## src/rtl/cache_params.svh

```systemverilog
`ifndef CACHE_PARAMS_SVH
`define CACHE_PARAMS_SVH

// bus and word widths
`define ADDR_W 32
`define DATA_W 32

// cache geometry, two ways per set
`define LINE_WORDS 4
`define NUM_SETS 16
`define LINE_W (`DATA_W * `LINE_WORDS)

// address split, low to high
`define BYTE_OFS_W 2
`define WORD_OFS_W 2
`define INDEX_W 4
`define TAG_W 24

`endif
```

## src/rtl/cache_ctrl_pkg.sv

```systemverilog
`include "cache_params.svh"

package cache_ctrl_pkg;

   // way number, two ways
   typedef logic way_t;

   // controller states
   typedef enum logic [1:0] {
      st_idle,
      st_lookup,
      st_write_back,
      st_refill
   } cache_state_e;

endpackage

```

## src/rtl/cache_addr_pkg.sv

```systemverilog
`include "cache_params.svh"

package cache_addr_pkg;

   // one cpu word
   typedef logic [`DATA_W-1:0] word_t;

   // one full cache line, word 0 in the low bits
   typedef logic [`LINE_W-1:0] line_t;

   // field view of a bus address
   typedef struct packed {
      logic [`TAG_W-1:0]      tag;
      logic [`INDEX_W-1:0]    index;
      logic [`WORD_OFS_W-1:0] word;
      logic [`BYTE_OFS_W-1:0] byte_ofs;
   } addr_fields_t;

   // same address word, flat or split into fields
   typedef union packed {
      logic [`ADDR_W-1:0] flat;
      addr_fields_t       f;
   } addr_u;

endpackage

```

## src/rtl/hit_detect.sv

```systemverilog
`timescale 1ns/1ps
`include "cache_params.svh"

module hit_detect (
   input  logic [`TAG_W-1:0]      tag,
   input  logic [`INDEX_W-1:0]    index,
   input  logic [`TAG_W-1:0]      tag0,
   input  logic [`TAG_W-1:0]      tag1,
   input  logic [1:0]             valid,
   input  logic [1:0]             dirty,
   input  cache_ctrl_pkg::way_t   lru,
   input  cache_addr_pkg::line_t  line0,
   input  cache_addr_pkg::line_t  line1,
   output logic                   hit,
   output cache_ctrl_pkg::way_t   hit_way,
   output cache_addr_pkg::line_t  hit_line,
   output logic                   victim_dirty,
   output logic [`ADDR_W-1:0]     victim_addr,
   output cache_addr_pkg::line_t  victim_line
);

   logic                  hit0;
   logic                  hit1;
   cache_addr_pkg::addr_u victim_base;

   assign hit0 = valid[0] && (tag0 == tag);
   assign hit1 = valid[1] && (tag1 == tag);

   assign hit      = hit0 | hit1;
   assign hit_way  = hit1;
   assign hit_line = hit1 ? line1 : line0;

   // lru bit names the way to replace
   assign victim_dirty = valid[lru] & dirty[lru];
   assign victim_line  = lru ? line1 : line0;

   // line address of the victim, word and byte offsets zero
   always_comb begin
      victim_base.f.tag      = lru ? tag1 : tag0;
      victim_base.f.index    = index;
      victim_base.f.word     = '0;
      victim_base.f.byte_ofs = '0;
   end

   assign victim_addr = victim_base.flat;

endmodule

```

## config.mk

```make
export PLATFORM = sky130hd
export DESIGN_NAME = hit_detect
export DESIGN_NICKNAME = d
export VERILOG_FILES = /design/src/rtl/cache_ctrl_pkg.sv /design/src/rtl/cache_addr_pkg.sv /design/src/rtl/hit_detect.sv
export VERILOG_INCLUDE_DIRS = /design/src /design/src/rtl
export SDC_FILE = /design/constraint.sdc
export NUM_CORES = 1
export LEC_CHECK = 0
export ABC_AREA = 1
export BUFFER_PORTS_ARGS = -buffer_cell sky130_fd_sc_hd__buf_2
export CELL_PAD_IN_SITES_DETAIL_PLACEMENT = 2
export CELL_PAD_IN_SITES_GLOBAL_PLACEMENT = 2
export CORE_AREA = 2 2 247 249
export DETAILED_ROUTE_END_ITERATION = 8
export DIE_AREA = 0 0 249 251
export GPL_TIMING_DRIVEN = 1
export PLACE_DENSITY = 0.61
export SLEW_MARGIN = 20
export SYNTH_ARGS = -nofsm -noshare
export SYNTH_HDL_FRONTEND = slang
export SYNTH_SLANG_ARGS = --single-unit
export TNS_END_PERCENT = 1
```

## constraint.sdc

```tcl
create_clock -name vclk -period 1.7
set_input_delay 0.255 -clock vclk [all_inputs]
set_output_delay 0.255 -clock vclk [all_outputs]
set_load 0.02 [all_outputs]
```

==> impl_metrics.env <==
export IMPL_drive_above_1_share=0.455
export IMPL_grt_pass1_vias=11200
export IMPL_violations="negative setup slack"
export IMPL_startpoint_type="input pin"
export IMPL_fin_ws_ns=-0.397
export IMPL_final_cell_mix="buf_2, nand2_1, inv_1"
export IMPL_grt_first_pass_wirelength_um=68400
export IMPL_grt_max_degree=43
export IMPL_clock_buffers=0
export IMPL_holdPathStages=0
export IMPL_fmax_mhz=477
export IMPL_powerDensity_mw_per_mm2=245
export IMPL_routedWlPerCell_um=17.8
export IMPL_min_path_type="in -> out"
export IMPL_ys_warn_count=0
export IMPL_yosysTopAreaCellShare=0.264
export IMPL_nNetsFinal=2130
export IMPL_viasPerCell=3.93
export IMPL_yosys_top_cells_area="nand2_1, o21bai_1, o21ai_0"
export IMPL_dr_total_vias=10100
export IMPL_drtIter0Drc=241
export IMPL_syn_to_final_growth_pct=104
export IMPL_worstSetupEndpointType="output pin"
export IMPL_seqCellArea_sq_um=0
export IMPL_die_w_um=249
export IMPL_wl_um=45900
export IMPL_fin_tns_setup_ns=-42.34
export IMPL_synth_cell_type_count=20
export IMPL_synth_area_leader_cell="nand2_1"
export IMPL_rows=90
export IMPL_post_route_min_period_ns=2.10
export IMPL_core_area_sq_mm=0.0598
export IMPL_synth_area_sq_mm=0.00541
export IMPL_worstPathArrival_ns=1.84
export IMPL_ir_worst_vdd_v=0.0000783
export IMPL_avgSynthCellArea_sq_um=4.74
export IMPL_gp_congestion=0.930
export IMPL_place_area_sq_mm=0.0101
export IMPL_setup_violations=130
export IMPL_die_h_um=251
export IMPL_port_buffers=616
export IMPL_hp_start="index[2]"
export IMPL_drtPass1Iterations=4
export IMPL_cp_required_ns=1.44
export IMPL_maxCapViolations=0
export IMPL_multiInputGateArea_sq_mm=0.00441
export IMPL_slew_viol_final=0
export IMPL_ys_seq_area_frac=0
export IMPL_status="finished, violations left"
export IMPL_critPathMaxFanout=35
export IMPL_leakagePower_nw=6.09
export IMPL_finish_instance_area_sq_mm=0.0111
export IMPL_start_util=0.0905
export IMPL_seq_cells=0
export IMPL_layout_commonest_cell="buf_2"
export IMPL_die_area_sq_mm=0.0625
export IMPL_fillers=7448
export IMPL_critPathKind="in -> out"
export IMPL_antenna_left=0
export IMPL_ctsHoldBuffers=0
export IMPL_holdPathEnd="victim_addr[6]"
export IMPL_ioPinCount=628
export IMPL_antenna_found_initial=4
export IMPL_grt_util_all_layers=0.139
export IMPL_fin_crit_sh=1.23
export IMPL_grt_overflow_total=0
export IMPL_drc_errors=0
export IMPL_dp_hpwl_um=38600
export IMPL_synth_cells=1141
export IMPL_rsz0062_at_grt="yes"
export IMPL_hold_viol_final=0
metal layers:
metal / global-route usage / wire [um] / vias up
met4: 0.0329 / 1150 / 0
met5: 0 / 0 / -
li1: - / - / 4878
met2: 0.267 / 23900 / 357
met1: 0.157 / 18400 / 4844
met3: 0.0236 / 2440 / 48
worst max path at each step:
stage                     slack, ns      from       endpoint  depth (start not counted)
after floorplan               0.003   tag[19]            hit                         11
after global placement        -0.54  tag1[16]  hit_line[104]                         12
after detailed placement      -0.58  tag1[10]   hit_line[44]                         12
after CTS                     -0.40    tag[9]  hit_line[126]                         15
after global routing          -0.52    tag[8]  hit_line[126]                         13
final                         -0.40   tag[17]   hit_line[48]                         13
metrics by stage:
step | power [mW] | utilization | hold WS [ns] | setup slack, ns | std cells
after floorplan | 1.27 | - | 0.623 | 0.00319 | 1144
after global placement | 2.52 | 0.169 | 0.510 | -0.542 | 2562
after detailed placement | 2.57 | 0.169 | 0.510 | -0.579 | 2562
after CTS | 2.71 | 0.182 | 0.510 | -0.402 | 2573
after global routing | 2.94 | 0.185 | 0.510 | -0.519 | 2577
final | 2.71 | 0.185 | 0.510 | -0.397 | 2578
what timing repair did:
action,in CTS,in global routing
pin swaps,62,27
gates resized for setup,187,44
setup buffers,8,0
cloned,4,0
endpoints found under the setup margin,130,131
worst max-delay path, stage by stage:
cell      delay, ns
buf_2          0.14
inv_2          0.04
nand2_1        0.05
nand2_1        0.06
nor2_2         0.13
nand2_1        0.08
nor2_2         0.15
nand2_4        0.08
buf_12         0.17
buf_4          0.20
o21bai_1       0.15
nand2_1        0.10
buf_6          0.14
cell type report:
| class | instances | area share |
|---|---|---|
| Timing Repair Buffer | 744 | 0.445 |
| Multi-Input combinational cell | 853 | 0.399 |
| Tap cell | 782 | 0.0885 |
| Inverter | 194 | 0.0670 |
| Antenna cell | 5 | 0.00113 |
synth_stat cells:
library cell	instances
or2_2	1
o22ai_1	3
clkbuf_1	34
inv_2	2
o21ai_0	157
nand2_1	381
xor2_1	1
o21bai_1	128
nand3_1	135
buf_6	12
buf_2	28
conb_1	1
nor2_1	30
nand4_1	2
inv_1	192
xnor2_1	8
buf_4	23
nor2_2	1
nand3_2	1
or2_1	1
report_power, final:
group	leakage (nW)	internal (mW)	switching, mW
Combinational	6.09	1.07	1.64
Clock	0.0000317	0.000000337	0
Sequential	0	0	0
cells by family after synthesis:
family | count (synthesis) | synth area share
AND/OR/NAND/NOR | 552 | 0.418
XOR/XNOR | 9 | 0.0146
buffers and inverters | 291 | 0.241
AO/OA/AOI/OAI | 288 | 0.326
other | 1 | 0.000693
(Power assumes the default switching activity.)
