### config.mk
export PLATFORM = sky130hd
export DESIGN_NAME = cache_arrays
export DESIGN_NICKNAME = d
export VERILOG_FILES = /design/src/rtl/cache_ctrl_pkg.sv /design/src/rtl/cache_addr_pkg.sv /design/src/rtl/cache_arrays.sv
export VERILOG_INCLUDE_DIRS = /design/src /design/src/rtl
export SDC_FILE = /design/constraint.sdc
export NUM_CORES = 2
export LEC_CHECK = 0
export BUFFER_PORTS_ARGS = -buffer_cell sky130_fd_sc_hd__buf_2
export CAP_MARGIN = 20
export CORE_MARGIN = 2
export CORE_UTILIZATION = 45
export DETAILED_ROUTE_END_ITERATION = 10
export SETUP_SLACK_MARGIN = 0.2
export SYNTH_ARGS = -nofsm -noshare
export SYNTH_HDL_FRONTEND = slang
export SYNTH_MEMORY_MAX_BITS = 65536
export SYNTH_SLANG_ARGS = --single-unit
### constraint.sdc
create_clock -name clk -period 11.4 [get_ports clk]
set_input_delay 2.28 -clock clk [delete_from_list [all_inputs] [get_ports clk]]
set_output_delay 2.28 -clock clk [all_outputs]
set_load 0.02 [all_outputs]
### src/rtl/cache_params.svh
`ifndef CACHE_PARAMS_SVH
`define CACHE_PARAMS_SVH

// bus and word widths
`define ADDR_W 32
`define DATA_W 32

// cache geometry, two ways per set
`define LINE_WORDS 4
`define NUM_SETS 16
`define LINE_W (`DATA_W * `LINE_WORDS)

// address split, low to high
`define BYTE_OFS_W 2
`define WORD_OFS_W 2
`define INDEX_W 4
`define TAG_W 24

`endif
### src/rtl/cache_ctrl_pkg.sv
`include "cache_params.svh"

package cache_ctrl_pkg;

   // way number, two ways
   typedef logic way_t;

   // controller states
   typedef enum logic [1:0] {
      st_idle,
      st_lookup,
      st_write_back,
      st_refill
   } cache_state_e;

endpackage

### src/rtl/cache_addr_pkg.sv
`include "cache_params.svh"

package cache_addr_pkg;

   // one cpu word
   typedef logic [`DATA_W-1:0] word_t;

   // one full cache line, word 0 in the low bits
   typedef logic [`LINE_W-1:0] line_t;

   // field view of a bus address
   typedef struct packed {
      logic [`TAG_W-1:0]      tag;
      logic [`INDEX_W-1:0]    index;
      logic [`WORD_OFS_W-1:0] word;
      logic [`BYTE_OFS_W-1:0] byte_ofs;
   } addr_fields_t;

   // same address word, flat or split into fields
   typedef union packed {
      logic [`ADDR_W-1:0] flat;
      addr_fields_t       f;
   } addr_u;

endpackage

### src/rtl/cache_arrays.sv
`timescale 1ns/1ps
`include "cache_params.svh"

module cache_arrays (
   input  logic                   clk,
   input  logic                   reset,
   input  logic [`INDEX_W-1:0]    index,
   input  cache_ctrl_pkg::way_t   wr_way,
   input  logic                   line_we,
   input  logic                   dirty_we,
   input  logic                   lru_we,
   input  logic [`TAG_W-1:0]      wr_tag,
   input  cache_addr_pkg::line_t  wr_line,
   input  logic                   wr_dirty,
   input  cache_ctrl_pkg::way_t   wr_lru,
   output logic [`TAG_W-1:0]      tag0,
   output logic [`TAG_W-1:0]      tag1,
   output cache_addr_pkg::line_t  line0,
   output cache_addr_pkg::line_t  line1,
   output logic [1:0]             valid,
   output logic [1:0]             dirty,
   output cache_ctrl_pkg::way_t   lru
);

   logic [`TAG_W-1:0]     tag_mem  [2][`NUM_SETS];
   cache_addr_pkg::line_t line_mem [2][`NUM_SETS];
   logic [1:0]            valid_mem [`NUM_SETS];
   logic [1:0]            dirty_mem [`NUM_SETS];
   cache_ctrl_pkg::way_t  lru_mem   [`NUM_SETS];

   // tag and data storage, registered read port
   always_ff @(posedge clk) begin
      if (line_we) begin
         tag_mem[wr_way][index]  <= wr_tag;
         line_mem[wr_way][index] <= wr_line;
      end
      tag0  <= tag_mem[0][index];
      tag1  <= tag_mem[1][index];
      line0 <= line_mem[0][index];
      line1 <= line_mem[1][index];
   end

   // state bits, cleared for every set on reset
   always_ff @(posedge clk) begin
      if (reset) begin
         for (int s = 0; s < `NUM_SETS; s++) begin
            valid_mem[s] <= 2'b00;
            dirty_mem[s] <= 2'b00;
            lru_mem[s]   <= 1'b0;
         end
         valid <= 2'b00;
         dirty <= 2'b00;
         lru   <= 1'b0;
      end else begin
         // a line write always leaves the way valid
         if (line_we) begin
            valid_mem[index][wr_way] <= 1'b1;
         end
         if (dirty_we) begin
            dirty_mem[index][wr_way] <= wr_dirty;
         end
         if (lru_we) begin
            lru_mem[index] <= wr_lru;
         end
         valid <= valid_mem[index];
         dirty <= dirty_mem[index];
         lru   <= lru_mem[index];
      end
   end

endmodule

==> flow_summary.yaml <==
cts:
  cts_hold_buf: 0
  post_cts_buffers: 0
  cts_resized: 0
  cts_tree: "yes"
  cts_made_buffers: 544
  clk_latency_ns: 1.03
  clkSinkCount: 5253
  cts_root_buf: "clkbuf_16"
  clockBufferDepth: 4
  path_clk_slew_ns: 0.06
  htree_levels: 6
sta:
  slew_headroom_pct: 6.740
  whs_ns: 0.4684
  tightest_slew_ns: 1.399
  fin_crit_sh_pct: 55.68
  period_needed_ns: 6.347
  drv_slew: 0
  finalSetupTns_ns: 0
  setup_ws_ns: 5.053
  setup_violations: 0
  hold_viol: 0
  clock.fmax_ghz: 0.1576
  rsz0062_at_grt: "no"
  skew_ns: 0.03034
min_path:
  min-delay-start: "valid_mem[8][0]$_DFF_P_"
  hold_path_class: "flop to flop"
place:
  place_inst: 13960
  numPortBuffers: 472
  place.gp.congestion: 0.7649
  place_hpwl_um: 242200
  detailedPlace.worstSlack_ns: 4.060
  place_area_sq_mm: 0.2010
grt:
  grt_use_met2_pct: 37.38
  grtUsageTotal_pct: 22.19
  grt_max_degree: 149
  grt_pass1_vias: 92150
  grt_pass1_wl_um: 686800
  antenna_found_initial: 76
  overflow: 0
  grt_use_met3_pct: 3.421
  busiest_layer: "met2"
  gr-usage-met1_pct: 30.37
yosys:
  ys_seq_elements: 5253
  synth-edff-count: 4912
  synth_top_area_share_pct: 77.12
  yosys_warnings: 0
  syn_area_per_cell_sq_um: 23.58
  synth_area_leaders: "edfxtp_1 77%, mux4_2 15%, dfxtp_1 3.6%, a22oi_1 2.4%, nand2_1 0.63%"
  syn_inst: 8112
  syn_nets: 8276
  syn_area_sq_mm: 0.1913
  synthTopCellsByCount: "4912 x edfxtp_1, 1232 x mux4_2, 608 x a22oi_1"
  post-synth-top-count-cell: "edfxtp_1"
  yosysSeqAreaShare_pct: 80.69
  synth_top_area_cell: "edfxtp_1"
  async_reset_ff_share_pct: 0
  synth.distinct_cells: 35
  ys.flop_type: "edfxtp_1"
pwr:
  clkPwrFrac_pct: 42.2
  power.density_mw_per_mm2: 186.3
  peakVddDrop_v: 0.0001334
  pwr-share-seq_pct: 53.1
  p_total_mw: 40.68
  p_switching_mw: 8.641
  netSwitchingFraction_pct: 21.24
  cellLeakagePower_nw: 69.40
  intPower_mw: 32.04
  power_frac_comb_pct: 4.7
final_layout:
  fin_util_pct: 51.58
  seqCellArea_sq_mm: 0.1543
  layout.nets: 9012
  multi_input_area_sq_mm: 0.03522
  area_growth_pct: 14.20
  fin_area_sq_mm: 0.2184
  layout-drive-gt1-share_pct: 28.85
  layout.cells.non_filler: 15000
  nFillCells: 32770
run:
  maxCapViolations: 0
floorplan:
  coreArea_sq_mm: 0.4234
  fp.dieArea_sq_mm: 0.4303
  rows: 239
  die_width_um: 656.0
  ioPinCount: 473
  start_util_pct: 45.17
  die_y_um: 656.0
setup_path:
  criticalPathCategory: "primary input to flop"
  critical_path.startpoint: "index[3]"
  critPathRequiredTime_ns: 12.03
  path_max_fanout: 54
  cp-start-kind: "primary input"
  critPathArrivalTime_ns: 6.98
  reg2reg_from: "line_mem[0][124]$_DFFE_PP_"
  end_kind: "flop"
detailed_routing:
  viasPerCell: 5.969
  drt_iter0_drc: 9658
  wire_per_inst_um: 32.29
  drc: 46
  ant_nets: 0
  drt-total-wl_um: 484500
  via_count: 89550
  first_pass_iters: 11
run_status:
  violations: "design-rule violations"
  status: "finished, violations left"
==> worst paths after layout <==
kind / slack [ns] / cells past startpoint / end
max: 5.05 / 8 / line_mem[1][303]$_DFFE_PP_
min: 0.47 / 2 / valid_mem[8][0]$_DFF_P_
max reg2reg: 9.45 / 3 / line0[124]$_DFF_P_
min reg2reg: 0.47 / 2 / valid_mem[8][0]$_DFF_P_
==> layout by cell type (no fill, tap or decap), types with 47 or more instances in the layout <==
| cell type | instances |
|---|---|
| edfxtp_1 | 4912 |
| mux4_2 | 1232 |
| nand2_1 | 319 |
| buf_12 | 60 |
| clkinv_2 | 69 |
| clkbuf_1 | 169 |
| clkbuf_16 | 557 |
| diode_2 | 47 |
| nor2_1 | 86 |
| clkinv_1 | 70 |
| buf_2 | 470 |
| dfxtp_1 | 341 |
| a22oi_1 | 608 |
| buf_4 | 106 |
==> state kept, by name, indices dropped and copies added, names as in the netlist <==
name,flops
line1,128
lru,1
tag0,24
tag_mem,768
valid_mem,32
line_mem,4096
tag1,24
dirty,2
lru_mem,16
line0,128
valid,2
dirty_mem,32
==> power by group through the flow <==
| stage | logic, mW | registers [mW] | clock network [mW] |
|---|---|---|---|
| finish | 1.91 | 21.6 | 17.2 |
| floorplan | 0.949 | 22.1 | 0 |
| global placement | 1.91 | 22.0 | 0 |
| CTS | 1.95 | 21.6 | 17.5 |
| global route | 2.05 | 21.6 | 18.2 |
| detailed placement | 1.94 | 22.0 | 0 |
==> per-layer routing <==
metal,vias up,share of wire [%]
met5,-,0.052
met1,49340,41
met2,3309,50
li1,36160,-
met3,703,6.4
met4,42,2.6
==> critical path, stage by stage <==
cell     delay [ns]
buf_2          0.08
buf_4          0.43
and2_4         0.89
buf_4          0.90
nand2_1        0.44
nor2_4         0.19
buf_4          0.63
buf_4          0.86
==> cells by family after synthesis <==
family	Yosys count	share of synthesized area, %
DFF	5253	80.69
muxes	1246	14.59
AOI/OAI and AO/OA	697	2.709
and+or+nand+nor	466	0.9806
buffers and inverters	450	1.039
==> cell type report <==
type	instances	share of cell area, %
Antenna cell	47	0.05385
Clock buffer	762	6.899
Clock inverter	228	0.9967
Inverter	1	0.001719
Multi-Input combinational cell	2409	16.13
Sequential cell	5253	70.66
Tap cell	5663	3.244
Timing Repair Buffer	639	2.023
(Power assumes the default switching activity.)
