<file path="src/rtl/cache_params.svh">
`ifndef CACHE_PARAMS_SVH
`define CACHE_PARAMS_SVH

// bus and word widths
`define ADDR_W 32
`define DATA_W 32

// cache geometry, two ways per set
`define LINE_WORDS 4
`define NUM_SETS 16
`define LINE_W (`DATA_W * `LINE_WORDS)

// address split, low to high
`define BYTE_OFS_W 2
`define WORD_OFS_W 2
`define INDEX_W 4
`define TAG_W 24

`endif
</file>
<file path="src/rtl/cache_ctrl_pkg.sv">
`include "cache_params.svh"

package cache_ctrl_pkg;

   // way number, two ways
   typedef logic way_t;

   // controller states
   typedef enum logic [1:0] {
      st_idle,
      st_lookup,
      st_write_back,
      st_refill
   } cache_state_e;

endpackage

</file>
<file path="src/rtl/dcache_ctrl.sv">
`timescale 1ns/1ps
`include "cache_params.svh"

module dcache_ctrl (
   input  logic                   clk,
   input  logic                   reset,
   input  logic                   ce,
   input  logic                   we,
   input  logic                   resp_ready,
   input  logic                   hit,
   input  cache_ctrl_pkg::way_t   hit_way,
   input  cache_ctrl_pkg::way_t   lru,
   input  logic                   victim_dirty,
   input  logic [`ADDR_W-1:0]     victim_addr,
   input  logic [`ADDR_W-1:0]     line_base,
   input  logic                   mem_rdata_valid,
   input  logic                   mem_write_resp,
   output logic                   resp_valid,
   output logic                   mem_ce,
   output logic                   mem_we,
   output logic [`ADDR_W-1:0]     mem_addr,
   output cache_ctrl_pkg::way_t   wr_way,
   output logic                   line_we,
   output logic                   dirty_we,
   output logic                   lru_we,
   output logic                   wr_dirty,
   output cache_ctrl_pkg::way_t   wr_lru,
   output logic                   refill_shift,
   output logic                   refill_clear,
   output logic                   victim_load,
   output logic                   use_refill
);

   localparam int CNT_W = $clog2(`LINE_WORDS) + 1;

   cache_ctrl_pkg::cache_state_e state;
   cache_ctrl_pkg::cache_state_e next_state;
   logic [CNT_W-1:0]             refill_cnt;
   logic                         refill_done;
   logic                         in_lookup;
   logic                         in_refill;
   logic                         handshake;
   logic                         miss;

   assign in_lookup   = (state == cache_ctrl_pkg::st_lookup);
   assign in_refill   = (state == cache_ctrl_pkg::st_refill);
   assign refill_done = (refill_cnt == CNT_W'(`LINE_WORDS));
   assign miss        = in_lookup & ~hit;

   always_comb begin
      next_state = state;
      case (state)
         cache_ctrl_pkg::st_idle: begin
            if (ce) begin
               next_state = cache_ctrl_pkg::st_lookup;
            end
         end
         cache_ctrl_pkg::st_lookup: begin
            if (hit) begin
               if (resp_ready) begin
                  next_state = cache_ctrl_pkg::st_idle;
               end
            end else if (victim_dirty) begin
               next_state = cache_ctrl_pkg::st_write_back;
            end else begin
               next_state = cache_ctrl_pkg::st_refill;
            end
         end
         cache_ctrl_pkg::st_write_back: begin
            if (mem_write_resp) begin
               next_state = cache_ctrl_pkg::st_refill;
            end
         end
         cache_ctrl_pkg::st_refill: begin
            if (refill_done && resp_ready) begin
               next_state = cache_ctrl_pkg::st_idle;
            end
         end
         default: next_state = cache_ctrl_pkg::st_idle;
      endcase
   end

   always_ff @(posedge clk) begin
      if (reset) begin
         state <= cache_ctrl_pkg::st_idle;
      end else begin
         state <= next_state;
      end
   end

   // refill word counter, idle outside refill
   always_ff @(posedge clk) begin
      if (reset || !in_refill) begin
         refill_cnt <= '0;
      end else if (refill_shift) begin
         refill_cnt <= refill_cnt + 1'b1;
      end
   end

   assign refill_shift = in_refill & mem_rdata_valid & ~refill_done;
   assign refill_clear = miss;
   assign victim_load  = miss & victim_dirty;
   assign use_refill   = in_refill;

   // memory side, one line-wide write or a word-by-word read
   assign mem_ce   = (state == cache_ctrl_pkg::st_write_back) | (in_refill & ~refill_done);
   assign mem_we   = (state == cache_ctrl_pkg::st_write_back);
   assign mem_addr = mem_we ? victim_addr : line_base;

   assign resp_valid = (in_lookup & hit) | (in_refill & refill_done);
   assign handshake  = resp_valid & resp_ready;

   // array updates only at the handshake edge
   assign wr_way   = in_refill ? lru : hit_way;
   assign line_we  = handshake & (in_refill | we);
   assign dirty_we = line_we;
   assign wr_dirty = we;
   assign lru_we   = handshake;
   assign wr_lru   = ~wr_way;

endmodule

</file>
<file path="config.mk">
export PLATFORM = sky130hd
export DESIGN_NAME = dcache_ctrl
export DESIGN_NICKNAME = d
export VERILOG_FILES = /design/src/rtl/cache_ctrl_pkg.sv /design/src/rtl/dcache_ctrl.sv
export VERILOG_INCLUDE_DIRS = /design/src /design/src/rtl
export SDC_FILE = /design/constraint.sdc
export NUM_CORES = 1
export LEC_CHECK = 0
export BUFFER_PORTS_ARGS = -buffer_cell sky130_fd_sc_hd__buf_4
export CAP_MARGIN = 10
export CORE_ASPECT_RATIO = 1.1
export CORE_MARGIN = 10
export CORE_UTILIZATION = 26
export DETAILED_ROUTE_END_ITERATION = 10
export PLACE_DENSITY_LB_ADDON = 0.12
export SETUP_SLACK_MARGIN = 0.4
export SYNTH_ARGS = -nofsm -noshare
export SYNTH_HDL_FRONTEND = slang
export SYNTH_SLANG_ARGS = --single-unit
</file>
<file path="constraint.sdc">
create_clock -name clk -period 1.2 [get_ports clk]
set_input_delay 0.12 -clock clk [delete_from_list [all_inputs] [get_ports clk]]
set_output_delay 0.12 -clock clk [all_outputs]
set_load 0.03 [all_outputs]
</file>
==> out/results.md <==
| Item | Reported | Unit |
| --- | --- | --- |
| WL per Instance | 23.1 | microns |
| Num CTS Buffers | 3 | - |
| Share of power burned in combinational logic | 76.0 | % |
| Worst IR Drop VDD | 588 | uV |
| Pin count of the biggest net entering global routing | 20 | - |
| Cell with the largest stage delay on the worst path | sky130_fd_sc_hd__dfxtp_4 | - |
| Leading cell type in the layout, fill and taps excluded | sky130_fd_sc_hd__buf_4 | - |
| Fraction of power consumed by sequential logic | 11.5 | % |
| Setup repair after global routing missed its margin | true | - |
| Initial DRT Pass Iterations | 4 | - |
| Post-DR vias/cell | 4.82 | - |
| Clock tree from TritonCTS | done | - |
| Global-route total usage across every layer | 15.6 | % |
| Crit path cell chain | inv_4 -> nor2_4 -> buf_12 -> clkbuf_16 -> mux2_4 -> buf_6 | - |
| Unique masters post-synth | 28 | - |
| Number of pins exceeding their max-slew limit in the final report | 0 | - |
| # nets final | 304 | - |
| Area Growth Syn to Fin | 213 | % |
| Routed Antenna Nets | 0 | - |
| Area fraction of the dominant cell type after synthesis | 45.8 | % |
| Pre-CTS setup slack | -0.145 | ns |
| Internal power contribution | 967 | uW |
| Initial standard-cell utilization of the core | 27.8 | % |
| Final WL | 5980 | microns |
| Half-perimeter wire length after placement | 4050 | microns |
| Min-Delay Startpoint | reset | - |
| Critical path's largest stage delay | 0.36 | ns |
| Total power per unit cell area | 643 | nW/um^2 |
| Number of hold buffers added after CTS | 0 | - |
| Count of vias placed by the detailed router | 1248 | - |
| Worst-Skew Late Latency | 0.24 | ns |
| Violated checks | negative setup slack | - |
| Number of filler cells placed in the layout | 132 | - |
| Post-Syn Instances | 86 | - |
| CTS root buffer | sky130_fd_sc_hd__clkbuf_4 | - |
| Number of buffers and inverters on the critical path | 4 | - |
| Clock slew at the register clock pins of the worst setup and hold paths | 0.05 | ns |
| DRC marker count from the first detailed-route iteration | 45 | - |
| Leading cell types by total area after synthesis | sky130_fd_sc_hd__mux2_2 (46%), sky130_fd_sc_hd__dfxtp_1 (13%), sky130_fd_sc_hd__buf_6 (5.7%) | - |
| Worst-case register-to-register setup slack | -0.13 | ns |
| Hold Fails Final Rpt | 0 | - |
| Max Clk Rate | 619 | MHz |
| Floorplan die area | 5630 | sq um |
| Ratio of final minimum period to clock period | 135 | % |
| Fraction of layout cells with a size suffix above 1 | 95.1 | % |
| Worst setup margin | -0.417 | ns |
| FF+latch count, synth | 5 | - |
| Post-synth net total | 163 | - |
| Class of the worst hold path | in -> reg | - |
| Number of sinks handled by clock tree synthesis | 5 | - |
| Clock period minus final worst setup slack | 1.62 | ns |
| Total negative setup slack | -16.00 | ns |
| Number of port buffers | 119 | - |
| # Max-Cap Violations | 0 | - |
| Yosys Warn Count | 0 | - |
| Number of stages on the worst hold path | 2 | - |
| Vertical die dimension | 77.7 | microns |
| Ports | 120 | - |
| Antenna violations before repair | 0 | - |
| Clock share of power | 12.5 | % |
| Destination of the worst register-to-register timing path | refill_cnt[1] | - |
| DRC violation count after routing | 0 | - |
| Worst-Margin Slew | 0.307 | ns |
| Via count of the first global-routing pass | 1246 | - |
| Layout Skew | 0.00531 | ns |
| Maximum clock path buffer count | 2 | - |
| Cell accounting for the most synthesized area | sky130_fd_sc_hd__mux2_2 | - |
| First-pass GRT wire length | 7110 | microns |
| Average instance area after synthesis | 9.15 | sq um |
| Maximum fanout count along the critical path | 6 | - |
| Switching Share | 39.0 | % |
| Commonest cells after routing, fill and taps aside | sky130_fd_sc_hd__buf_4 (84), sky130_fd_sc_hd__buf_6 (53), sky130_fd_sc_hd__mux2_4 (32), sky130_fd_sc_hd__inv_2 (5), sky130_fd_sc_hd__dfxtp_2 (4) | - |
| Static leakage | 0.00120 | uW |
| Worst-case headroom to the max-slew limit | 79.4 | % |
| Switching Power | 617 | uW |
| Sort of element at the start of the critical path | flip-flop | - |
| Portion of the post-synthesis area used by sequential elements | 12.7 | % |
| GPL Wtd Cong | 0.751 | - |
| Post-Syn Area | 787 | sq um |
| Site Rows | 20 | - |
| Crit path arrival time | 1.50 | ns |
| Startpoint of the most critical register-to-register path | refill_cnt[0] | - |
| H-tree levels | 1 | - |
| Crit path capture type | primary output | - |
| Sink of the worst hold path | refill_cnt[2] | - |
| Total overflow reported by the global router | 0 | - |
| Kind of cell with the highest combined delay on the critical path | buffers and inverters | - |
| Status | finished with violations | - |
| Placeable core region | 2830 | sq um |
| Antenna fix cells | 0 | - |
| Crit path required time | 1.08 | ns |
| Die X-Extent | 72.5 | microns |
| Kind of critical path | reg -> out | - |
| Setup violators final | 47 | - |
| Worst Reg2Reg Path Length in Cells | 7 | - |
cell usage after synthesis:
| cell type | n |
|---|---|
| sky130_fd_sc_hd__and3_1 | 1 |
| sky130_fd_sc_hd__or3_1 | 1 |
| sky130_fd_sc_hd__mux2i_1 | 2 |
| sky130_fd_sc_hd__buf_2 | 1 |
| sky130_fd_sc_hd__nor2_4 | 1 |
| sky130_fd_sc_hd__xnor2_1 | 1 |
| sky130_fd_sc_hd__nor2_1 | 4 |
| sky130_fd_sc_hd__nor2b_1 | 3 |
| sky130_fd_sc_hd__nor3_1 | 2 |
| sky130_fd_sc_hd__a311oi_1 | 1 |
| sky130_fd_sc_hd__mux2_2 | 32 |
| sky130_fd_sc_hd__ha_1 | 2 |
| sky130_fd_sc_hd__a21oi_1 | 2 |
| sky130_fd_sc_hd__a2bb2oi_1 | 1 |
| sky130_fd_sc_hd__a31oi_1 | 2 |
| sky130_fd_sc_hd__o21ai_0 | 2 |
| sky130_fd_sc_hd__and2_2 | 1 |
| sky130_fd_sc_hd__nand3_1 | 1 |
| sky130_fd_sc_hd__and2b_2 | 1 |
| sky130_fd_sc_hd__buf_6 | 4 |
| sky130_fd_sc_hd__a2111oi_0 | 1 |
| sky130_fd_sc_hd__a21boi_2 | 1 |
| sky130_fd_sc_hd__dfxtp_1 | 5 |
| sky130_fd_sc_hd__inv_1 | 5 |
| sky130_fd_sc_hd__inv_2 | 1 |
| sky130_fd_sc_hd__buf_4 | 2 |
| sky130_fd_sc_hd__nand2_1 | 5 |
| sky130_fd_sc_hd__a211oi_1 | 1 |
cell type report:
type,count,area [sq um],share of cell area [%]
inverter,6,25.0,1.02
clock buffer,4,26.3,1.07
tap,33,41.3,1.68
multi-input combinational,68,911,37.0
sequential,5,109,4.42
timing repair buffer,143,1350,54.9
worst max-delay path by stage:
stage                    from            to  cells after the start
finish              flip-flop  mem_addr[18]                      6
global route        flip-flop  mem_addr[31]                      6
CTS                 flip-flop   mem_addr[0]                      5
detailed placement  flip-flop  mem_addr[23]                      5
global placement    flip-flop  mem_addr[30]                      5
floorplan           flip-flop   mem_addr[0]                      5
power by group through the flow:
stage / sequential [uW] / combinational [uW] / clock [uW]
2_1_floorplan: 179 / 552 / 0
3_3_place_gp: 184 / 933 / 0
3_5_place_dp: 185 / 947 / 0
4_1_cts: 183 / 1050 / 208
5_1_grt: 183 / 1250 / 218
6_report: 183 / 1200 / 198
cells by family after synthesis:
family          after synthesis  synth area share, %
flops                         5                 12.7
mux                          34                 48.3
fa+ha+maj                     2                 3.18
simple gates                 20                 13.7
buf+inv                      13                 11.1
compound gates               11                 9.86
xor+xnor                      1                 1.11
what timing repair did:
action | in CTS | in global routing
endpoints found under the hold margin | 0 | 0
cloned | 0 | 3
pin swaps | 11 | 5
setup buffers | 7 | 5
setup endpoints to repair | 49 | 49
gates resized for setup | 45 | 43
metal layers:
layer	global-route usage, %	part of all wire (%)
met1	15.9	37
met3	5.73	7.3
met4	1.71	1.0
met5	0	0
met2	29.9	55
worst register-to-register path: stages (launching register included):
cell and delay [ns]:
sky130_fd_sc_hd__dfxtp_2 0.34, sky130_fd_sc_hd__inv_2 0.05, sky130_fd_sc_hd__ha_4 0.19, sky130_fd_sc_hd__a21boi_4 0.17, sky130_fd_sc_hd__buf_6 0.11, sky130_fd_sc_hd__buf_6 0.11
sky130_fd_sc_hd__mux2i_1 0.19, sky130_fd_sc_hd__nor3_1 0.07
stage by stage:
stage               utilization, %  cell area, sq um  hold WS, ns  power, uW  cells
floorplan                        -               981        0.182        731     86
global placement              67.7              1920        0.318       1120    240
detailed placement            67.7              1920        0.317       1130    240
CTS                           76.5              2160       0.0563       1440    251
global route                  87.2              2460        0.107       1650    259
finish                        87.2              2460        0.114       1580    259
No activity file was read; power rests on OpenSTA's default activity.
