**config.mk**
```make
export PLATFORM = sky130hd
export DESIGN_NAME = line_buffer
export DESIGN_NICKNAME = d
export VERILOG_FILES = /design/src/rtl/cache_addr_pkg.sv /design/src/rtl/line_buffer.sv
export VERILOG_INCLUDE_DIRS = /design/src /design/src/rtl
export SDC_FILE = /design/constraint.sdc
export NUM_CORES = 1
export LEC_CHECK = 0
export ABC_AREA = 0
export ABC_CLOCK_PERIOD_IN_PS = 5100
export BUFFER_PORTS_ARGS = -buffer_cell sky130_fd_sc_hd__clkbuf_2
export CAP_MARGIN = 20
export CORE_AREA = 2 2 239 241
export DETAILED_ROUTE_END_ITERATION = 10
export DIE_AREA = 0 0 241 243
export PLACE_DENSITY = 0.5
export REMOVE_ABC_BUFFERS = 1
export SLEW_MARGIN = 0
export SYNTH_ARGS = -nofsm -noshare
export SYNTH_HDL_FRONTEND = slang
export SYNTH_SLANG_ARGS = --single-unit
```
**constraint.sdc**
```tcl
create_clock -name clk -period 5.1 [get_ports clk]
set_input_delay 0.765 -clock clk [delete_from_list [all_inputs] [get_ports clk]]
set_output_delay 0.765 -clock clk [all_outputs]
set_load 0.005 [all_outputs]
```
**src/rtl/cache_params.svh**
```systemverilog
`ifndef CACHE_PARAMS_SVH
`define CACHE_PARAMS_SVH

// bus and word widths
`define ADDR_W 32
`define DATA_W 32

// cache geometry, two ways per set
`define LINE_WORDS 4
`define NUM_SETS 16
`define LINE_W (`DATA_W * `LINE_WORDS)

// address split, low to high
`define BYTE_OFS_W 2
`define WORD_OFS_W 2
`define INDEX_W 4
`define TAG_W 24

`endif
```
**src/rtl/cache_addr_pkg.sv**
```systemverilog
`include "cache_params.svh"

package cache_addr_pkg;

   // one cpu word
   typedef logic [`DATA_W-1:0] word_t;

   // one full cache line, word 0 in the low bits
   typedef logic [`LINE_W-1:0] line_t;

   // field view of a bus address
   typedef struct packed {
      logic [`TAG_W-1:0]      tag;
      logic [`INDEX_W-1:0]    index;
      logic [`WORD_OFS_W-1:0] word;
      logic [`BYTE_OFS_W-1:0] byte_ofs;
   } addr_fields_t;

   // same address word, flat or split into fields
   typedef union packed {
      logic [`ADDR_W-1:0] flat;
      addr_fields_t       f;
   } addr_u;

endpackage

```
**src/rtl/line_buffer.sv**
```systemverilog
`timescale 1ns/1ps
`include "cache_params.svh"

module line_buffer (
   input  logic                     clk,
   input  logic                     reset,
   input  cache_addr_pkg::word_t    refill_word,
   input  logic                     refill_shift,
   input  logic                     refill_clear,
   input  logic                     victim_load,
   input  cache_addr_pkg::line_t    victim_line_in,
   input  cache_addr_pkg::line_t    hit_line,
   input  logic                     use_refill,
   input  logic                     we,
   input  cache_addr_pkg::word_t    wdata,
   input  logic [`DATA_W/8-1:0]     wmask,
   input  logic [`WORD_OFS_W-1:0]   word,
   output cache_addr_pkg::line_t    wb_line,
   output cache_addr_pkg::line_t    merged_line,
   output cache_addr_pkg::word_t    rdata
);

   cache_addr_pkg::line_t refill_line;
   cache_addr_pkg::line_t base_line;

   // refill words arrive lowest address first, enter at the top
   always_ff @(posedge clk) begin
      if (reset || refill_clear) begin
         refill_line <= '0;
      end else if (refill_shift) begin
         refill_line <= {refill_word, refill_line[`LINE_W-1:`DATA_W]};
      end
   end

   // dirty victim held for the whole write-back
   always_ff @(posedge clk) begin
      if (victim_load) begin
         wb_line <= victim_line_in;
      end
   end

   assign base_line = use_refill ? refill_line : hit_line;

   // byte merge of store data into the addressed word
   always_comb begin
      merged_line = base_line;
      if (we) begin
         for (int b = 0; b < `DATA_W / 8; b++) begin
            if (wmask[b]) begin
               merged_line[word * `DATA_W + b * 8 +: 8] = wdata[b * 8 +: 8];
            end
         end
      end
   end

   // load data comes from the line before any merge
   assign rdata = base_line[word * `DATA_W +: `DATA_W];

endmodule

```
==> flow_metrics.env, run 1 <==
export IMPL_max_freq_ghz=0.247
export IMPL_ys_warn_count=0
export IMPL_max_cap_violations=0
export IMPL_initial_core_util_pct=21.9
export IMPL_crit_path_top_delay_cell="nor3_4"
export IMPL_status="completed"
export IMPL_die_area_um2=58600
export IMPL_cts_root_buf="clkbuf_16"
export IMPL_worstPathCellList="clkbuf_2 > inv_1 > ha_1 > nand3_1 > nor3_4 > a22o_1 > clkbuf_2"
export IMPL_cts_buffer_depth=3
export IMPL_via_per_inst=4.64
export IMPL_cts_sinks=256
export IMPL_yosysSeqAreaShare_pct=52.4
export IMPL_pwr_share_clk_pct=41.7
export IMPL_syn2layout_area_growth_pct=39.6
export IMPL_num_vias=10877
export IMPL_place_inst=2286
export IMPL_p_int_mw=3.98
export IMPL_numPortBuffers=620
export IMPL_grt_pass1_wl_um=78000
export IMPL_synth_edf_count=128
export IMPL_reg2reg_slack_ns=4.38
export IMPL_drive_gt1_share_pct=49.2
export IMPL_cp_top_family="simple AND/OR/NAND/NOR gates"
export IMPL_mostFrequentLayoutCell="clkbuf_2"
export IMPL_slowest_delay_ns=0.71
export IMPL_slew_violations=0
export IMPL_dr_pass1_iters=5
export IMPL_finalSetupViolCount=0
export IMPL_grt_total_usage_pct=18.3
export IMPL_cts_htree_levels=1
export IMPL_cts_resized=0
export IMPL_synth_ff_type="edfxtp_1"
export IMPL_cp_start_kind="primary input"
export IMPL_io_pins=621
export IMPL_synth_cell_types=36
export IMPL_critPathRequiredTime_ns=4.34
export IMPL_grt_pass1_vias=11054
export IMPL_power_density_nw_per_um2=313
export IMPL_hold_viol=0
export IMPL_peakVddDrop_v=0.000229
export IMPL_antenna_found_initial=15
export IMPL_cts_hold_buf=0
export IMPL_detailed_place_hpwl_um=44900
export IMPL_gp_congestion=0.908
export IMPL_netSwitchingFraction_pct=25.7
export IMPL_layout_common_cells="clkbuf_2, mux2i_1, nor2_1, dfxtp_1, edfxtp_1"
export IMPL_async_flop_share_pct=0
export IMPL_p_sw_mw=1.38
export IMPL_numCtsBuffers=30
export IMPL_p_leak_nw=7.71
export IMPL_crit_top_cell="clkbuf_2"
export IMPL_power_mw=5.35
export IMPL_grt_max_degree=77
export IMPL_post_route_period_util_pct=79.3
export IMPL_clk_pin_slew_ns=0.06
export IMPL_cts_setup_buffers=0
export IMPL_path_buf_inv=3
export IMPL_fin_setup_tns_ns=0
export IMPL_hold_class="primary input to register"
export IMPL_core_area_um2=56000
export IMPL_drc=0
export IMPL_initialDrtViolationCount=553
export IMPL_slew_headroom_pct=24.1
export IMPL_wl_um=57300
export IMPL_synth_seq_cells=256
export IMPL_synth_cell_area_um2=12200
export IMPL_avgSynthCellArea_um2=12.6
export IMPL_critPathKind="primary input to output port"
export IMPL_crit_fanout=12
export IMPL_grt_setup_unrepaired="false"
export IMPL_end_kind="output port"
export IMPL_layout_nets=1901
export IMPL_syn_inst=969
export IMPL_insertion_delay_ns=0.56
export IMPL_wl_per_cell_um=24.4
export IMPL_fin_ws_ns=1.05
export IMPL_core_rowCount=87
export IMPL_arrival_ns=3.28
export IMPL_grt_ovfl_total=0
export IMPL_p_comb_share_pct=15.2
export IMPL_worstMarginPinSlew_ns=1.13
export IMPL_final_antenna_net_count=0
export IMPL_finClkSkew_ns=0.00721
export IMPL_cts_tree="done"
export IMPL_stdcell_count=2343
export IMPL_p_seq_share_pct=43.1
export IMPL_dp_worst_setup_slack_ns=1.04
export IMPL_period_minus_slack_ns=4.05
export IMPL_dieHeight_um=243
export IMPL_die_w_um=241
## path summary, 6_finish.rpt
check,depth (start not counted),end,startpoint
hold / removal,1,wb_line[35],victim_line_in[35]
setup reg to reg,2,refill_line[16],refill_line[48]
hold reg to reg,2,refill_line[15],refill_line[15]
setup / recovery,7,merged_line[82],word[0]
## cell usage after synthesis, types with 3 or more instances
cell	instances	area [um^2]
mux2i_1	199	1990
nor2_1	136	510
dfxtp_1	128	2560
edfxtp_1	128	3840
o2bb2ai_1	71	622
a22o_1	63	552
mux2_2	55	619
buf_2	30	150
o22ai_1	26	163
a221oi_2	24	360
clkbuf_1	22	82.6
and3_1	13	81.3
buf_4	13	97.6
buf_6	9	101
ha_1	6	75.1
nand3_1	6	30.0
a211oi_1	5	37.5
nor3_4	4	65.1
a221oi_1	3	26.3
and3b_1	3	26.3
nand3_2	3	30.0
## power by group through the flow
stage / registers, mW / clock network, mW / logic (mW)
floorplan: 2.34 / 0 / 0.270
global placement: 2.35 / 0 / 0.813
detailed placement: 2.35 / 0 / 0.815
CTS: 2.31 / 2.30 / 0.819
global route: 2.31 / 2.39 / 0.867
finish: 2.31 / 2.23 / 0.813
## area by class of cell
class	instances	area (um^2)
Antenna cell	1	2.50
Clock buffer	32	779
Clock inverter	24	249
Fill cell	5925	38900
Inverter	2	7.51
Multi-Input combinational cell	636	5410
Sequential cell	256	6410
Tap cell	756	946
Timing Repair Buffer	636	3280
## through the flow
stage	instance area, um^2	hold slack, ns	utilization, %
after floorplan	11800	0.460	-
after global placement	16000	0.474	28.7
final	17100	0.373	30.5
after detailed placement	16000	0.484	28.7
after CTS	17100	0.336	30.5
after global routing	17100	0.341	30.5
## registers in the layout (all words and copies together) (netlist names)
signal	cells
refill_line	128
wb_line	128
## kinds of logic after synthesis
group                      share of synthesized area, %
AOI/OAI and AO/OA                                  14.4
adders and majority gates                         0.614
buffers and inverters                              3.62
DFF                                                52.4
muxes                                              21.5
and+or+nand+nor                                    7.49
## worst register-to-register path, delay by kind of cell, from the launching register on
kind	cells	cell delay, ns
flip-flops	1	0.44
AND/OR/NAND/NOR	1	0.11
multiplexers	1	0.11
## metal layers
metal	GRT usage, %	routed length, um	up-vias
met2	31.6	27700	541
met3	5.74	5260	131
met5	0	140	-
li1	-	-	4928
met1	20.5	21400	5255
met4	8.13	2680	22
No activity file was read; power rests on OpenSTA's default activity.
==> run 2, diff against run 1 <==
--- a/config.mk
+++ b/config.mk
@@ -7,13 +7,13 @@
 export NUM_CORES = 1
 export LEC_CHECK = 0
 export ABC_AREA = 0
-export ABC_CLOCK_PERIOD_IN_PS = 5100
+export ABC_CLOCK_PERIOD_IN_PS = 3700
 export BUFFER_PORTS_ARGS = -buffer_cell sky130_fd_sc_hd__clkbuf_2
 export CAP_MARGIN = 20
 export CORE_AREA = 2 2 239 241
 export DETAILED_ROUTE_END_ITERATION = 10
 export DIE_AREA = 0 0 241 243
-export PLACE_DENSITY = 0.5
+export PLACE_DENSITY = 0.52
 export REMOVE_ABC_BUFFERS = 1
 export SLEW_MARGIN = 0
 export SYNTH_ARGS = -nofsm -noshare
==> constraint.sdc (replaced) <==
create_clock -name clk -period 3.7 [get_ports clk]
set_input_delay 0.555 -clock clk [delete_from_list [all_inputs] [get_ports clk]]
set_output_delay 0.555 -clock clk [all_outputs]
set_load 0.005 [all_outputs]
==> flow_metrics.env, run 2 (same netlist as run 1, synthesis figures left out) <==
export IMPL_status="completed"
export IMPL_hold_class="primary input to register"
export IMPL_arrival_ns=2.83
export IMPL_critPathKind="primary input to output port"
export IMPL_slowest_delay_ns=0.74
export IMPL_via_per_inst=4.65
export IMPL_cp_start_kind="primary input"
export IMPL_cp_top_family="simple AND/OR/NAND/NOR gates"
export IMPL_peakVddDrop_v=0.000344
export IMPL_hold_viol=0
export IMPL_grt_setup_unrepaired="false"
export IMPL_layout_nets=1919
export IMPL_holdPathStages=1
export IMPL_initialDrtViolationCount=536
export IMPL_finClkSkew_ns=0.0175
export IMPL_clk_pin_slew_ns=0.06
export IMPL_fin_setup_tns_ns=0
export IMPL_period_minus_slack_ns=3.38
export IMPL_core_rowCount=87
export IMPL_critPathRequiredTime_ns=3.14
export IMPL_io_pins=621
export IMPL_end_kind="output port"
export IMPL_initial_core_util_pct=21.9
export IMPL_layout_common_cells="clkbuf_2, mux2i_1, nor2_1, dfxtp_1, edfxtp_1"
export IMPL_cts_hold_buf=0
export IMPL_worst_r2r_cell_count=2
export IMPL_dp_worst_setup_slack_ns=0.246
export IMPL_crit_fanout=11
export IMPL_post_route_period_util_pct=91.5
export IMPL_max_cap_violations=0
export IMPL_reg2reg_slack_ns=3.03
export IMPL_antenna_found_initial=15
export IMPL_numCtsBuffers=30
export IMPL_cp_num_cells=6
export IMPL_cts_sinks=256
export IMPL_grt_ovfl_total=0
export IMPL_die_w_um=241
export IMPL_crit_path_top_delay_cell="and2b_1"
export IMPL_worstMarginPinSlew_ns=0.839
export IMPL_cts_resized=0
export IMPL_dieHeight_um=243
export IMPL_wl_um=59800
export IMPL_gp_congestion=0.959
export IMPL_final_seq_area_um2=6410
export IMPL_detailed_place_hpwl_um=47300
export IMPL_slew_headroom_pct=44.1
export IMPL_cts_htree_levels=1
export IMPL_syn2layout_area_growth_pct=41.2
export IMPL_num_fill_cells=5904
export IMPL_grt_total_usage_pct=19.2
export IMPL_drc=0
export IMPL_numPortBuffers=620
export IMPL_worstPathCellList="clkbuf_2 > ha_1 > and2b_1 > and3b_1 > o2bb2ai_1 > clkbuf_2"
export IMPL_cts_tree="done"
export IMPL_drive_gt1_share_pct=49.9
export IMPL_max_freq_ghz=0.295
export IMPL_grt_max_degree=71
export IMPL_multi_input_area_um2=5410
export IMPL_num_vias=11000
export IMPL_cts_buffer_depth=3
export IMPL_wl_per_cell_um=25.3
export IMPL_final_antenna_net_count=0
export IMPL_core_area_um2=56000
export IMPL_crit_top_cell="clkbuf_2"
export IMPL_dr_pass1_iters=5
export IMPL_fin_ws_ns=0.316
export IMPL_grt_pass1_wl_um=80600
export IMPL_slew_violations=0
export IMPL_power_density_nw_per_um2=432
export IMPL_insertion_delay_ns=0.59
export IMPL_cts_root_buf="clkbuf_16"
export IMPL_finalSetupViolCount=0
export IMPL_cts_setup_buffers=0
export IMPL_die_area_um2=58600
export IMPL_grt_pass1_vias=11081
export IMPL_reg_top3="refill_line: 128 flops, wb_line: 128 flops"
export IMPL_path_buf_inv=2
export IMPL_mostFrequentLayoutCell="clkbuf_2"
export IMPL_p_leak_nw=7.84
## run 2: cell count changes in the layout (fill, tap and decap cells not counted), moves of 2 or more
cell        previous run  this run
buf_4                 14        29
buf_12                 3         6
clkinv_2               4         6
clkinv_1               8         1
clkinvlp_2             2         0
clkbuf_1               1         6
diode_2                1         5
clkbuf_8               0         6
clkinvlp_4             4         1
## run 2: routing by layer
layer	GRT usage, %	part of all wire, %
met3	5.83	8.9
met5	0	0.20
met4	10.1	5.8
met1	20.9	36
met2	33.3	49
## run 2: area by class of cell
cell class                      count  share of cell area, %
Inverter                            2                 0.0435
Clock inverter                     13                   1.11
Timing Repair Buffer              654                   20.0
Tap cell                          756                   5.48
Sequential cell                   256                   37.1
Antenna cell                        5                 0.0724
Multi-Input combinational cell    636                   31.3
Clock buffer                       42                   4.95
## run 2: where the power goes
| group | internal (mW) | switching (mW) | leakage [nW] |
|---|---|---|---|
| clock | 1.89 | 1.24 | 0.513 |
| combinational | 0.512 | 0.649 | 5.04 |
| sequential | 3.12 | 0.0528 | 2.29 |
| total | 5.52 | 1.94 | 7.84 |
## run 2: final timing paths
check	from	end
worst min register to register	refill_line[10]	refill_line[10]
worst max register to register	refill_line[115]	refill_line[83]
worst max-delay path	word[1]	merged_line[19]
worst min-delay path	victim_line_in[31]	wb_line[31]
## run 2: stage by stage
| step | cell area, um^2 | hold WS (ns) | util (%) | instances | total power, mW |
|---|---|---|---|---|---|
| 3_5_place_dp | 16200 | 0.485 | 29.0 | 2304 | 4.39 |
| 6_report | 17300 | 0.131 | 30.9 | 2364 | 7.46 |
| 3_3_place_gp | 16200 | 0.473 | 29.0 | 2304 | 4.39 |
| 5_1_grt | 17300 | 0.106 | 30.9 | 2360 | 7.75 |
| 4_1_cts | 17300 | 0.0996 | 30.9 | 2359 | 7.57 |
| 2_1_floorplan | 11800 | 0.460 | - | 894 | 3.60 |
## run 2: worst reg2reg max path: stages (launching register included)
cell,delay (ns)
dfxtp_1,0.34
mux2i_1,0.14
nor2_1,0.06
